===== config.mk =====
export PLATFORM = sky130hd
export DESIGN_NAME = pcie_ss_if
export DESIGN_NICKNAME = d
export VERILOG_FILES = /design/src/source/pcie_ss_pkg.sv /design/src/source/pcie_csr.sv /design/src/source/pcie_err_checker.sv /design/src/source/pcie_ss_csr_master.sv /design/src/source/pcie_ss_if.sv
export SDC_FILE = /design/constraint.sdc
export NUM_CORES = 1
export LEC_CHECK = 0
export BUFFER_PORTS_ARGS = -buffer_cell sky130_fd_sc_hd__buf_4
export CAP_MARGIN = 10
export CORE_UTILIZATION = 51
export DETAILED_ROUTE_END_ITERATION = 12
export GPL_ROUTABILITY_DRIVEN = 0
export PLACE_DENSITY_LB_ADDON = 0.15
export SETUP_SLACK_MARGIN = 0.02
export SYNTH_ARGS = -nofsm -noshare
export SYNTH_HDL_FRONTEND = slang
export SYNTH_SLANG_ARGS = --single-unit

===== constraint.sdc =====
create_clock -name csr_clk -period 3.2 [get_ports csr_clk]
set_clock_uncertainty 0.2 [all_clocks]
set_input_delay 0.16 -clock csr_clk [delete_from_list [all_inputs] [get_ports csr_clk]]
set_output_delay 0.16 -clock csr_clk [all_outputs]
set_load 0.05 [all_outputs]

===== src/source/pcie_ss_pkg.sv =====
/* PCIe SS interface shared definitions
   Feature header, host register map, error codes and TLP DW1 views */
`default_nettype none

package pcie_ss_pkg;

   // --------------------------------------------------
   // Feature header
   // --------------------------------------------------
   localparam logic [11:0] FEAT_ID         = 12'h010;
   localparam logic [3:0]  FEAT_VER        = 4'h1;
   localparam logic [23:0] NEXT_DFH_OFFSET = 24'h001000;
   localparam logic        END_OF_LIST     = 1'b0;

   // 32-bit header word, offset keeps its low 15 bits
   localparam logic [31:0] DFH_WORD =
      {END_OF_LIST, NEXT_DFH_OFFSET[14:0], FEAT_VER, FEAT_ID};

   // --------------------------------------------------
   // Host register map
   // --------------------------------------------------
   localparam int CSR_ADDR_W = 8;

   localparam logic [CSR_ADDR_W-1:0] REG_DFH      = 8'h00;
   localparam logic [CSR_ADDR_W-1:0] REG_STATUS   = 8'h04;
   localparam logic [CSR_ADDR_W-1:0] REG_RX_ERR   = 8'h08;
   localparam logic [CSR_ADDR_W-1:0] REG_ERR_CODE = 8'h0C;
   localparam logic [CSR_ADDR_W-1:0] REG_ERR_HDR0 = 8'h10;
   localparam logic [CSR_ADDR_W-1:0] REG_ERR_HDR1 = 8'h14;
   localparam logic [CSR_ADDR_W-1:0] REG_SS_ADDR  = 8'h18;
   localparam logic [CSR_ADDR_W-1:0] REG_SS_WDATA = 8'h1C;
   localparam logic [CSR_ADDR_W-1:0] REG_SS_CMD   = 8'h20;
   localparam logic [CSR_ADDR_W-1:0] REG_SS_RDATA = 8'h24;

   // SS register port
   localparam int                   SS_ADDR_W       = 16;
   localparam logic [SS_ADDR_W-1:0] SS_ERR_LOG_ADDR = 16'h0100;

   localparam logic [1:0] SS_CMD_NONE = 2'd0;
   localparam logic [1:0] SS_CMD_RD   = 2'd1;
   localparam logic [1:0] SS_CMD_WR   = 2'd2;

   // Error code bit positions
   localparam int ERR_W              = 4;
   localparam int ERR_BAD_CPL_STATUS = 0;
   localparam int ERR_BAD_BYTE_EN    = 1;
   localparam int ERR_UNSUP_TYPE     = 2;
   localparam int ERR_CPL_TIMEOUT    = 3;

   localparam int PF_W = 3;

   // TLP type codes, fmt[2] must be clear for both
   localparam logic [4:0] TYPE_MEM = 5'b00000;
   localparam logic [4:0] TYPE_CPL = 5'b01010;
   localparam logic [2:0] CPL_SC   = 3'b000;

   // Header DW1, request or completion view
   typedef union packed {
      struct packed {
         logic [15:0] req_id;
         logic [7:0]  tag;
         logic [3:0]  last_be;
         logic [3:0]  first_be;
      } req;
      struct packed {
         logic [15:0] cpl_id;
         logic [2:0]  status;
         logic        bcm;
         logic [11:0] byte_count;
      } cpl;
   } t_tlp_dw1;

endpackage : pcie_ss_pkg

`default_nettype wire


===== src/source/pcie_csr.sv =====
/* PCIe SS host register block
   Feature header, status, sticky error log and indirect SS commands */
`default_nettype none

module pcie_csr (
   input  logic                               csr_clk,
   input  logic                               i_arst_n,
   // Host access
   input  logic                               i_csr_wr,
   input  logic                               i_csr_rd,
   input  logic [pcie_ss_pkg::CSR_ADDR_W-1:0] i_csr_addr,
   input  logic [31:0]                        i_csr_wdata,
   output logic [31:0]                        o_csr_rdata,
   output logic                               o_csr_rvalid,
   // Status inputs
   input  logic                               i_pcie_linkup,
   input  logic [31:0]                        i_rx_err_code,
   // Error reports
   input  logic                               i_err_valid,
   input  logic [pcie_ss_pkg::ERR_W-1:0]      i_err_code,
   input  logic [31:0]                        i_err_hdr0,
   input  logic [31:0]                        i_err_hdr1,
   // Indirect SS command
   output logic [1:0]                         o_ss_cmd,
   output logic [pcie_ss_pkg::SS_ADDR_W-1:0]  o_ss_addr,
   output logic [31:0]                        o_ss_wdata,
   input  logic                               i_ss_done,
   input  logic [31:0]                        i_ss_rdata,
   input  logic                               i_ss_resp_err
);
   import pcie_ss_pkg::*;

   logic [ERR_W-1:0]     err_code_q;
   logic [31:0]          err_hdr0_q;
   logic [31:0]          err_hdr1_q;
   logic [SS_ADDR_W-1:0] ss_addr_q;
   logic [31:0]          ss_wdata_q;
   logic [31:0]          ss_rdata_q;
   logic [1:0]           ss_cmd_q;
   logic                 busy_q;
   logic                 ss_err_q;
   logic                 cmd_ok;

   // Only read and write codes start a transaction
   assign cmd_ok = (i_csr_wdata[1:0] == SS_CMD_RD) || (i_csr_wdata[1:0] == SS_CMD_WR);

   // --------------------------------------------------
   // Control, status and error log
   // --------------------------------------------------
   always_ff @(posedge csr_clk or negedge i_arst_n) begin
      if (!i_arst_n) begin
         err_code_q <= '0;
         err_hdr0_q <= '0;
         err_hdr1_q <= '0;
         ss_cmd_q   <= SS_CMD_NONE;
         busy_q     <= 1'b0;
         ss_err_q   <= 1'b0;
      end else begin
         // W1C and new report may land together
         if (i_csr_wr && (i_csr_addr == REG_ERR_CODE)) begin
            err_code_q <= (err_code_q & ~i_csr_wdata[ERR_W-1:0]) |
                          (i_err_valid ? i_err_code : '0);
         end else if (i_err_valid) begin
            err_code_q <= err_code_q | i_err_code;
         end
         // Header of the first error only
         if (i_err_valid && (err_code_q == '0)) begin
            err_hdr0_q <= i_err_hdr0;
            err_hdr1_q <= i_err_hdr1;
         end

         if (i_csr_wr && (i_csr_addr == REG_SS_CMD) && !busy_q && cmd_ok) begin
            ss_cmd_q <= i_csr_wdata[1:0];
            busy_q   <= 1'b1;
         end else if (i_ss_done) begin
            ss_cmd_q <= SS_CMD_NONE;
            busy_q   <= 1'b0;
         end

         if (i_ss_done && i_ss_resp_err) begin
            ss_err_q <= 1'b1;
         end else if (i_csr_wr && (i_csr_addr == REG_STATUS) && i_csr_wdata[2]) begin
            ss_err_q <= 1'b0;
         end
      end
   end

   // Indirect payload
   always_ff @(posedge csr_clk) begin
      if (i_csr_wr && (i_csr_addr == REG_SS_ADDR)) ss_addr_q <= i_csr_wdata[SS_ADDR_W-1:0];
      if (i_csr_wr && (i_csr_addr == REG_SS_WDATA)) ss_wdata_q <= i_csr_wdata;
      if (i_ss_done) ss_rdata_q <= i_ss_rdata;
   end

   // --------------------------------------------------
   // Read path, one cycle
   // --------------------------------------------------
   always_ff @(posedge csr_clk or negedge i_arst_n) begin
      if (!i_arst_n) begin
         o_csr_rvalid <= 1'b0;
         o_csr_rdata  <= '0;
      end else begin
         o_csr_rvalid <= i_csr_rd;
         if (i_csr_rd) begin
            case (i_csr_addr)
               REG_DFH:      o_csr_rdata <= DFH_WORD;
               REG_STATUS:   o_csr_rdata <= {29'h0, ss_err_q, busy_q, i_pcie_linkup};
               REG_RX_ERR:   o_csr_rdata <= i_rx_err_code;
               REG_ERR_CODE: o_csr_rdata <= {{(32-ERR_W){1'b0}}, err_code_q};
               REG_ERR_HDR0: o_csr_rdata <= err_hdr0_q;
               REG_ERR_HDR1: o_csr_rdata <= err_hdr1_q;
               REG_SS_ADDR:  o_csr_rdata <= {{(32-SS_ADDR_W){1'b0}}, ss_addr_q};
               REG_SS_WDATA: o_csr_rdata <= ss_wdata_q;
               REG_SS_CMD:   o_csr_rdata <= {30'h0, ss_cmd_q};
               REG_SS_RDATA: o_csr_rdata <= ss_rdata_q;
               default:      o_csr_rdata <= '0;
            endcase
         end
      end
   end

   assign o_ss_cmd   = ss_cmd_q;
   assign o_ss_addr  = ss_addr_q;
   assign o_ss_wdata = ss_wdata_q;

   // Master completes only what was issued
   a_done_when_busy : assert property (@(posedge csr_clk) disable iff (!i_arst_n)
      i_ss_done |-> busy_q);

   a_read_response : assert property (@(posedge csr_clk) disable iff (!i_arst_n)
      i_csr_rd |=> o_csr_rvalid);

endmodule : pcie_csr

`default_nettype wire


===== src/source/pcie_err_checker.sv =====
/* PCIe transmit error checker
   Turns bad TLP headers and completion timeouts into error reports */
`default_nettype none

module pcie_err_checker (
   input  logic                          csr_clk,
   input  logic                          i_arst_n,
   input  logic                          i_tx_valid,
   input  logic                          i_tx_ready,
   input  logic [31:0]                   i_tx_hdr_dw0,
   input  logic [31:0]                   i_tx_hdr_dw1,
   input  logic [pcie_ss_pkg::PF_W-1:0]  i_tx_pf,
   input  logic                          i_cpl_timeout,
   input  logic [7:0]                    i_cpl_timeout_tag,
   output logic                          o_err_valid,
   output logic [pcie_ss_pkg::ERR_W-1:0] o_err_code,
   output logic [31:0]                   o_err_hdr0,
   output logic [31:0]                   o_err_hdr1,
   output logic [pcie_ss_pkg::PF_W-1:0]  o_err_pf
);
   import pcie_ss_pkg::*;

   logic [2:0]       fmt;
   logic [4:0]       tlp_type;
   logic [9:0]       length;
   t_tlp_dw1         dw1;
   logic             beat;
   logic             is_mem;
   logic             is_cpl;
   logic [ERR_W-1:0] beat_code;
   logic [ERR_W-1:0] code_nxt;

   // DW0 fields
   assign fmt      = i_tx_hdr_dw0[31:29];
   assign tlp_type = i_tx_hdr_dw0[28:24];
   assign length   = i_tx_hdr_dw0[9:0];
   assign dw1      = i_tx_hdr_dw1;

   assign beat   = i_tx_valid && i_tx_ready;
   assign is_mem = (tlp_type == TYPE_MEM) && !fmt[2];
   // Cpl or CplD only
   assign is_cpl = (tlp_type == TYPE_CPL) && !fmt[2] && !fmt[0];

   // --------------------------------------------------
   // Header rules
   // --------------------------------------------------
   always_comb begin
      beat_code = '0;
      if (beat) begin
         beat_code[ERR_UNSUP_TYPE]     = !is_mem && !is_cpl;
         beat_code[ERR_BAD_CPL_STATUS] = is_cpl && (dw1.cpl.status != CPL_SC);
         beat_code[ERR_BAD_BYTE_EN]    = is_mem && (length == 10'd1) &&
                                         (dw1.req.last_be != 4'h0);
      end
      code_nxt = beat_code;
      code_nxt[ERR_CPL_TIMEOUT] = i_cpl_timeout;
   end

   always_ff @(posedge csr_clk or negedge i_arst_n) begin
      if (!i_arst_n) begin
         o_err_valid <= 1'b0;
         o_err_code  <= '0;
      end else begin
         o_err_valid <= |code_nxt;
         o_err_code  <= code_nxt;
      end
   end

   // Bad beat header wins, timeout alone carries its tag
   always_ff @(posedge csr_clk) begin
      if (|beat_code) begin
         o_err_hdr0 <= i_tx_hdr_dw0;
         o_err_hdr1 <= i_tx_hdr_dw1;
         o_err_pf   <= i_tx_pf;
      end else if (i_cpl_timeout) begin
         o_err_hdr0 <= '0;
         o_err_hdr1 <= {24'h0, i_cpl_timeout_tag};
         o_err_pf   <= '0;
      end
   end

   a_report_has_code : assert property (@(posedge csr_clk) disable iff (!i_arst_n)
      o_err_valid |-> (o_err_code != '0));

endmodule : pcie_err_checker

`default_nettype wire


===== src/source/pcie_ss_csr_master.sv =====
/* PCIe SS register port master
   Error-log writes first, then host indirect commands */
`default_nettype none

module pcie_ss_csr_master (
   input  logic                              csr_clk,
   input  logic                              i_arst_n,
   // Error reports
   input  logic                              i_err_valid,
   input  logic [pcie_ss_pkg::ERR_W-1:0]     i_err_code,
   input  logic [pcie_ss_pkg::PF_W-1:0]      i_err_pf,
   // Host indirect command
   input  logic [1:0]                        i_ss_cmd,
   input  logic [pcie_ss_pkg::SS_ADDR_W-1:0] i_ss_addr,
   input  logic [31:0]                       i_ss_wdata,
   output logic                              o_ss_done,
   output logic [31:0]                       o_ss_rdata,
   output logic                              o_ss_resp_err,
   // SS register port
   output logic                              o_ss_req,
   output logic                              o_ss_wr,
   output logic [pcie_ss_pkg::SS_ADDR_W-1:0] o_ss_addr,
   output logic [31:0]                       o_ss_wdata,
   input  logic                              i_ss_ack,
   input  logic [31:0]                       i_ss_rdata,
   input  logic                              i_ss_resp_err
);
   import pcie_ss_pkg::*;

   logic             cur_err_q;
   logic             buf_valid_q;
   logic [ERR_W-1:0] buf_code_q;
   logic [PF_W-1:0]  buf_pf_q;
   logic             err_launch;
   logic             host_launch;
   logic             buf_load;
   logic [ERR_W-1:0] log_code;
   logic [PF_W-1:0]  log_pf;

   // Idle when o_ss_req is low; buffered report before a fresh one
   assign err_launch  = !o_ss_req && (buf_valid_q || i_err_valid);
   // Hold off while the previous done is still visible to the host block
   assign host_launch = !o_ss_req && !err_launch && !o_ss_done && (i_ss_cmd != SS_CMD_NONE);
   assign buf_load    = i_err_valid && (buf_valid_q ? err_launch : !err_launch);
   assign log_code    = buf_valid_q ? buf_code_q : i_err_code;
   assign log_pf      = buf_valid_q ? buf_pf_q : i_err_pf;

   // --------------------------------------------------
   // Request FSM and error buffer
   // --------------------------------------------------
   always_ff @(posedge csr_clk or negedge i_arst_n) begin
      if (!i_arst_n) begin
         o_ss_req    <= 1'b0;
         cur_err_q   <= 1'b0;
         buf_valid_q <= 1'b0;
         o_ss_done   <= 1'b0;
      end else begin
         o_ss_done <= o_ss_req && i_ss_ack && !cur_err_q;
         if (o_ss_req && i_ss_ack) begin
            o_ss_req <= 1'b0;
         end else if (err_launch || host_launch) begin
            o_ss_req  <= 1'b1;
            cur_err_q <= err_launch;
         end
         if (buf_load) begin
            buf_valid_q <= 1'b1;
         end else if (err_launch) begin
            buf_valid_q <= 1'b0;
         end
      end
   end

   always_ff @(posedge csr_clk) begin
      if (buf_load) begin
         buf_code_q <= i_err_code;
         buf_pf_q   <= i_err_pf;
      end
      if (err_launch) begin
         o_ss_wr    <= 1'b1;
         o_ss_addr  <= SS_ERR_LOG_ADDR;
         o_ss_wdata <= {{(32-PF_W-ERR_W){1'b0}}, log_pf, log_code};
      end else if (host_launch) begin
         o_ss_wr    <= (i_ss_cmd == SS_CMD_WR);
         o_ss_addr  <= i_ss_addr;
         o_ss_wdata <= i_ss_wdata;
      end
      if (o_ss_req && i_ss_ack) begin
         o_ss_rdata    <= i_ss_rdata;
         o_ss_resp_err <= i_ss_resp_err;
      end
   end

   a_req_stable : assert property (@(posedge csr_clk) disable iff (!i_arst_n)
      (o_ss_req && !i_ss_ack) |=> o_ss_req && $stable({o_ss_wr, o_ss_addr, o_ss_wdata}));

endmodule : pcie_ss_csr_master

`default_nettype wire


===== src/source/pcie_ss_if.sv =====
/* PCIe SS interface top level
   Host register window, transmit error checker and SS register master */
`default_nettype none

module pcie_ss_if (
   input  logic                               csr_clk,
   input  logic                               i_arst_n,
   // Host register window
   input  logic                               i_csr_wr,
   input  logic                               i_csr_rd,
   input  logic [pcie_ss_pkg::CSR_ADDR_W-1:0] i_csr_addr,
   input  logic [31:0]                        i_csr_wdata,
   output logic [31:0]                        o_csr_rdata,
   output logic                               o_csr_rvalid,
   // Transmit monitor
   input  logic                               i_tx_valid,
   input  logic                               i_tx_ready,
   input  logic [31:0]                        i_tx_hdr_dw0,
   input  logic [31:0]                        i_tx_hdr_dw1,
   input  logic [pcie_ss_pkg::PF_W-1:0]       i_tx_pf,
   input  logic                               i_cpl_timeout,
   input  logic [7:0]                         i_cpl_timeout_tag,
   // Status
   input  logic                               i_pcie_linkup,
   input  logic [31:0]                        i_rx_err_code,
   // SS register port
   output logic                               o_ss_req,
   output logic                               o_ss_wr,
   output logic [pcie_ss_pkg::SS_ADDR_W-1:0]  o_ss_addr,
   output logic [31:0]                        o_ss_wdata,
   input  logic                               i_ss_ack,
   input  logic [31:0]                        i_ss_rdata,
   input  logic                               i_ss_resp_err
);
   import pcie_ss_pkg::*;

   logic                 err_valid;
   logic [ERR_W-1:0]     err_code;
   logic [31:0]          err_hdr0;
   logic [31:0]          err_hdr1;
   logic [PF_W-1:0]      err_pf;
   logic [1:0]           ss_cmd;
   logic [SS_ADDR_W-1:0] ss_addr;
   logic [31:0]          ss_wdata;
   logic                 ss_done;
   logic [31:0]          ss_rdata;
   logic                 ss_resp_err;

   pcie_csr u_csr (
      .csr_clk       (csr_clk),
      .i_arst_n      (i_arst_n),
      .i_csr_wr      (i_csr_wr),
      .i_csr_rd      (i_csr_rd),
      .i_csr_addr    (i_csr_addr),
      .i_csr_wdata   (i_csr_wdata),
      .o_csr_rdata   (o_csr_rdata),
      .o_csr_rvalid  (o_csr_rvalid),
      .i_pcie_linkup (i_pcie_linkup),
      .i_rx_err_code (i_rx_err_code),
      .i_err_valid   (err_valid),
      .i_err_code    (err_code),
      .i_err_hdr0    (err_hdr0),
      .i_err_hdr1    (err_hdr1),
      .o_ss_cmd      (ss_cmd),
      .o_ss_addr     (ss_addr),
      .o_ss_wdata    (ss_wdata),
      .i_ss_done     (ss_done),
      .i_ss_rdata    (ss_rdata),
      .i_ss_resp_err (ss_resp_err)
   );

   pcie_err_checker u_err_checker (
      .csr_clk           (csr_clk),
      .i_arst_n          (i_arst_n),
      .i_tx_valid        (i_tx_valid),
      .i_tx_ready        (i_tx_ready),
      .i_tx_hdr_dw0      (i_tx_hdr_dw0),
      .i_tx_hdr_dw1      (i_tx_hdr_dw1),
      .i_tx_pf           (i_tx_pf),
      .i_cpl_timeout     (i_cpl_timeout),
      .i_cpl_timeout_tag (i_cpl_timeout_tag),
      .o_err_valid       (err_valid),
      .o_err_code        (err_code),
      .o_err_hdr0        (err_hdr0),
      .o_err_hdr1        (err_hdr1),
      .o_err_pf          (err_pf)
   );

   // Shared SS port for error logging and host indirect access
   pcie_ss_csr_master u_ss_master (
      .csr_clk       (csr_clk),
      .i_arst_n      (i_arst_n),
      .i_err_valid   (err_valid),
      .i_err_code    (err_code),
      .i_err_pf      (err_pf),
      .i_ss_cmd      (ss_cmd),
      .i_ss_addr     (ss_addr),
      .i_ss_wdata    (ss_wdata),
      .o_ss_done     (ss_done),
      .o_ss_rdata    (ss_rdata),
      .o_ss_resp_err (ss_resp_err),
      .o_ss_req      (o_ss_req),
      .o_ss_wr       (o_ss_wr),
      .o_ss_addr     (o_ss_addr),
      .o_ss_wdata    (o_ss_wdata),
      .i_ss_ack      (i_ss_ack),
      .i_ss_rdata    (i_ss_rdata),
      .i_ss_resp_err (i_ss_resp_err)
   );

endmodule : pcie_ss_if

`default_nettype wire


# Word level (Yosys, flattened, before mapping)
# Index checks and enable logic that the tools add are counted.
classes:
  eq_ne: 14
  n_mux: 26
  n_bitwise: 5
  n_reduce_logical: 53
ops:
  columns: ["op", "n"]
  rows:
  - ["32-bit one-hot mux with 10 select lines", 1]
  - ["32-bit 2-to-1 mux", 4]
  - ["8-bit by 5-bit equality test with 1-bit output (second input constant)", 4]
  - ["1-bit logical AND", 25]
  - ["8-bit by 4-bit equality test with 1-bit output (second input constant)", 2]
  - ["8-bit by 6-bit equality test with 1-bit output (second input constant)", 2]
  - ["4-bit 2-to-1 mux", 4]
  - ["2-bit nonzero test", 8]
  - ["7-bit 2-to-1 mux", 2]
  - ["3-bit 2-to-1 mux", 4]
  - ["10-bit by 1-bit equality test with 1-bit output (second input constant)", 1]
  - ["1-bit logical NOT", 9]
  - ["1-bit 2-to-1 mux", 9]
  - ["8-bit by 3-bit equality test with 1-bit output (second input constant)", 1]
  - ["8-bit logical NOT", 1]
  - ["4-bit OR", 2]
  - ["5-bit by 4-bit equality test with 1-bit output (second input constant)", 1]
  - ["5-bit logical NOT", 1]
  - ["4-bit bitwise AND", 1]
  - ["2-bit equality test (second input constant)", 2]
  - ["4-bit logical NOT", 1]
  - ["2-bit 2-to-1 mux", 2]
  - ["4-bit inverter", 1]
  - ["4-bit nonzero test", 1]
  - ["other kinds (7)", 9]
totals:
  reg_bits: 350
  in_bits: 189
  output_inout_bits: 83
  word_cells: 126

# Depth between registers and ports, before layout
logic_depth:
  ltp_word: 9
  mapped_depth: 8
  depth_no_buf: 5

# Modules after synthesis
# From an unflattened synthesis, not the netlist that was laid out.
hier_totals:
  cells_unflattened: 976
  hier_area_um2: 14153.6
modules_own_cells:
  columns: ["mod", "instances", "cells_each", "area_each_um2", "seq_area_each_um2"]
  rows:
  - ["pcie_csr", 1, 625, 8216.6, 5029.8]
  - ["pcie_ss_csr_master", 1, 187, 3154.3, 2352.3]
  - ["pcie_err_checker", 1, 164, 2782.7, 2137.0]

# Worst setup path before layout
# OpenSTA, ideal clock, no wires.
synth_timing:
  kind: "in2reg"
  startpoint: "input i_csr_addr[5] in the netlist's numbering"
  endpoint: "register u_csr.ss_wdata_q[0] (netlist: u_csr.o_ss_wdata[0]), enable pin"
  setup_ns: 0.392
  arrival_time_ns: 2.031
  required_ns: 2.608
  setup_slack_ns: 0.577
  stages: 4
  path_buffers: 1
  path_cell_list: "buf_2 > or4b_4 > nor2_2 > and3_1"
synth_via:
  elab_chain_len: 2
synth_rtl:
  columns: ["item", "line", "text"]
  rows:
  - ["start: declaration", "pcie_ss_if.sv:11", "input logic [pcie_ss_pkg::CSR_ADDR_W-1:0] i_csr_addr,"]
  - ["8-bit by 5-bit equality test with 1-bit output", "pcie_csr.sv:91", "if (i_csr_wr && (i_csr_addr == REG_SS_WDATA)) ss_wdata_q <= i_csr_wdata;"]
  - ["1-bit logical AND", "pcie_csr.sv:91", null]
  - ["end signal: assignment", "pcie_csr.sv:91", null]
  - ["end: declaration", "pcie_csr.sv:37", "logic [31:0] ss_wdata_q;"]
# No other way between the ends.
# A chain may end at the register's enable or synchronous reset.

# Final worst setup path
layout_timing:
  startpoint: "input i_tx_hdr_dw0[2]"
  endpoint: "register u_err_checker.o_err_hdr1[2], data pin"
layout_via:
  elab_chain_len: 6
layout_rtl:
  columns: ["item", "line", "text"]
  rows:
  - ["start: declaration", "pcie_ss_if.sv:18", "input logic [31:0] i_tx_hdr_dw0,"]
  - ["10-bit by 1-bit equality test with 1-bit output", "pcie_err_checker.sv:52", "beat_code[ERR_BAD_BYTE_EN] = is_mem && (length == 10'd1) &&"]
  - ["1-bit logical AND (2 in series)", "pcie_err_checker.sv:52", null]
  - ["3-bit 2-to-1 mux", "pcie_err_checker.sv:49", "if (beat) begin"]
  - ["via u_err_checker.beat_code[1]", "pcie_err_checker.sv:30", "logic [ERR_W-1:0] beat_code;"]
  - ["3-bit OR reduction", "pcie_err_checker.sv:71", "if (|beat_code) begin"]
  - ["32-bit 2-to-1 mux", "pcie_err_checker.sv:71", null]
  - ["end signal: assignment", "pcie_err_checker.sv:73", "o_err_hdr1 <= i_tx_hdr_dw1;"]
  - ["end signal: assignment", "pcie_err_checker.sv:77", "o_err_hdr1 <= {24'h0, i_cpl_timeout_tag};"]
  - ["end: declaration", "pcie_err_checker.sv:18", "output logic [31:0] o_err_hdr1,"]
# The timed path passes the listed nets, and every way through them passes these cells.

==> metrics.txt <==
Crit Path Class input port to flip-flop; DR DRC count 0; final wirelength 40,520 µm; Inserted Clock Buffers 36; share of the synthesized area in the top cell type 41.96%; min cycle time layout 3.065 ns; layout cells sized above 1 32.14%; number of max-cap violations 0; Worst Reg2Reg Path Length in Cells 3; layout net count 1,638; H-tree depth 2; Netlist cell types 61; clock buffer depth 3; Fmax achieved 0.3263 GHz; # fillers 1,803; drt wl/cell 22.27 µm; CP Capture Type flip-flop; R2R Path Start u_err_checker.o_err_valid; Seq/Total Area, Yosys 68.57%; Startpoint Class input port; clk_lat worst skew 0.51 ns; post-DP HPWL 25,640 µm; IO buf count 271; Worst Setup EP u_err_checker.o_err_hdr1[2]; CP max FO 34; Yosys reg bits 350; synth cell count leaders edfxtp_1 (194), dfrtp_1 (114), nand2_1 (94); Die Y-Extent 167.0 µm; status completed; Slew Limit Fails 0; DRT iter0 DRCs 777; worst r2r dst u_ss_master.o_ss_wdata[3]; Worst Path Arrival 3.12 ns; routed vias 10,100; CTS tree done; Reg clk slew, reported paths 0.06 ns; Synthesized Nets 1,178; DR pass1 iterations 5; Slew HR 29.67%; area grow syn2layout 39.16%; top-level I/O count 272; Total GRT Usage 29.45%; PD cells 545.3 mW/mm²; Overflow after GRT 0; Hold Crit Class input port to flip-flop; Row Count 60; number of global-route vias before repair 10,640; RSZ-0062 raised after global routing false; Critical Path RT 3.26 ns; Yosys warning total 0; clock root cell clkbuf_16; Setup WS pre-CTS 0.4906 ns; CP startpoint i_tx_hdr_dw0[2]; Post-CTS Setup Bufs 0; core area 0.02680 mm²; top cell type by total area after synthesis edfxtp_1; worst vdd ir 436.6 µV; top post-synthesis cells by area edfxtp_1 (42%), dfrtp_1 (21%), mux2_2 (6.2%); Initial Utilization 51.80%; initial antenna violation count 3; ANT nets after route 0; die area 0.02788 mm²; Lkg Pwr 7.780 nW; final hold vios 0; final number of setup-violating endpoints 0; R2R setup slack 0.84 ns; ys flop type edfxtp_1; async set-reset flop share out of synthesis 32.57%; fin crit share 95.78%; most frequent cell after synthesis edfxtp_1; Syn Area/Cell 14.04 µm²; mapped cell area 0.01388 mm²; Setup TNS 0 ns; CTS Sinks 350; first-pass GRT wire length 61,310 µm; chip width 167.0 µm; largest net degree at the start of global routing 68; EDFF count, synth 194; Post-Syn Instances 989; slack of the critical path 0.1349 ns; Via-to-Cell Ratio 5.552; actual slew at the worst max-slew pin 1.055 ns
==> worst max-delay path: stages <==
cell and delay, ns:
dlygate4sd3_1 0.53, buf_4 0.14, nor4_1 0.32, o41ai_1 0.18, buf_4 0.17, nor3_4 0.26
or2_2 0.22, buf_12 0.19, mux2_2 0.36, dlygate4sd3_1 0.57
==> layout by cell type (no fill, tap or decap), types with 32 or more instances in the layout <==
master,n
dfxtp_1,42
dlygate4sd3_1,188
a22oi_1,32
nand2_1,94
edfxtp_1,194
a21oi_1,74
dfrtp_1,113
and2_1,54
clkbuf_16,37
buf_4,292
mux2_2,77
==> sequential cells by signal, indices dropped and copies added, names as in the netlist, 2 cells and up <==
name	cells
u_err_checker.o_err_code	4
u_csr.o_ss_wdata	32
u_csr.o_csr_rdata	32
u_ss_master.o_ss_addr	16
u_csr.o_ss_cmd	2
u_ss_master.o_ss_wdata	32
u_err_checker.o_err_pf	3
u_ss_master.o_ss_rdata	32
u_ss_master.buf_code_q	4
u_csr.err_hdr0_q	32
u_ss_master.buf_pf_q	3
u_err_checker.o_err_hdr0	32
u_csr.err_hdr1_q	32
u_csr.ss_rdata_q	32
u_csr.err_code_q	4
u_err_checker.o_err_hdr1	32
u_csr.o_ss_addr	16
==> cell families (layout without fill, tap and decap cells) <==
family | Yosys count | after routing | share of synthesized area (%)
other | 0 | 3 | 0
and+or+nand+nor | 261 | 261 | 10.20
AOI/OAI and AO/OA | 181 | 181 | 8.148
DFF | 350 | 350 | 68.57
adders and majority gates | 1 | 1 | 0.07211
muxes | 115 | 115 | 10.16
xor gates and xnor gates | 2 | 2 | 0.1262
buffers and inverters | 79 | 565 | 2.722
==> stage by stage <==
| stage | std cells | hold WS (ns) | total power, W | utilization (%) | cell area, µm² |
|---|---|---|---|---|---|
| after detailed placement | 1564 | 0.09648 | 0.006404 | 60.72 | 16270 |
| after floorplan | 989 | -0.3356 | 0.005908 | - | 13880 |
| after global routing | 1818 | 0.1302 | 0.01086 | 72.07 | 19320 |
| after CTS | 1816 | 0.07042 | 0.01057 | 71.97 | 19290 |
| final | 1819 | 0.09153 | 0.01054 | 72.08 | 19320 |
| after global placement | 1564 | 0.09508 | 0.006376 | 60.72 | 16270 |
==> area by class of cell <==
cell class                 instances  area, µm²  area share (%)
tap                              341      426.7           2.209
sequential                       350       9520           49.28
multi-input combinational        560       4029           20.85
clock buffer                      57       1101           5.700
inverter                          18      67.56          0.3497
timing repair buffer             483       4134           21.40
antenna                            3      7.507         0.03886
clock inverter                     7      32.53          0.1684
==> how the worst min path moves through the flow <==
stage | end | start | cells after the start
6_report | u_csr.o_csr_rdata[4] | i_rx_err_code[4] | 5
3_5_place_dp | u_err_checker.o_err_code[3] | i_cpl_timeout | 1
3_3_place_gp | u_err_checker.o_err_code[3] | i_cpl_timeout | 1
2_1_floorplan | u_csr.busy_q | i_arst_n | 0
5_1_grt | u_err_checker.o_err_code[3] | i_cpl_timeout | 2
4_1_cts | u_csr.o_csr_rdata[4] | i_rx_err_code[4] | 5
==> report_power, final <==
part	internal (W)	total [W]	switching, W	leakage, nW
Combinational	0.000635	0.00121	0.000570	3.58
Clock	0.00235	0.00401	0.00166	0.562
Sequential	0.00515	0.00532	0.000170	3.64
==> layer usage <==
layer / vias to the layer above / GRT usage, % / share of wire (%)
met5: - / 0 / 0
met4: 0 / 13.16 / 4.1
met3: 100 / 7.153 / 7.4
met2: 465 / 49.06 / 49
met1: 4992 / 36.50 / 40
li1: 4542 / - / -
==> timing repair <==
| action | CTS | global route |
|---|---|---|
| endpoints found under the hold margin | 256 | 0 |
| hold buffers | 188 | 0 |
| resized for setup | 0 | 4 |
| setup endpoints to repair | 0 | 9 |
(Power assumes the default switching activity.)
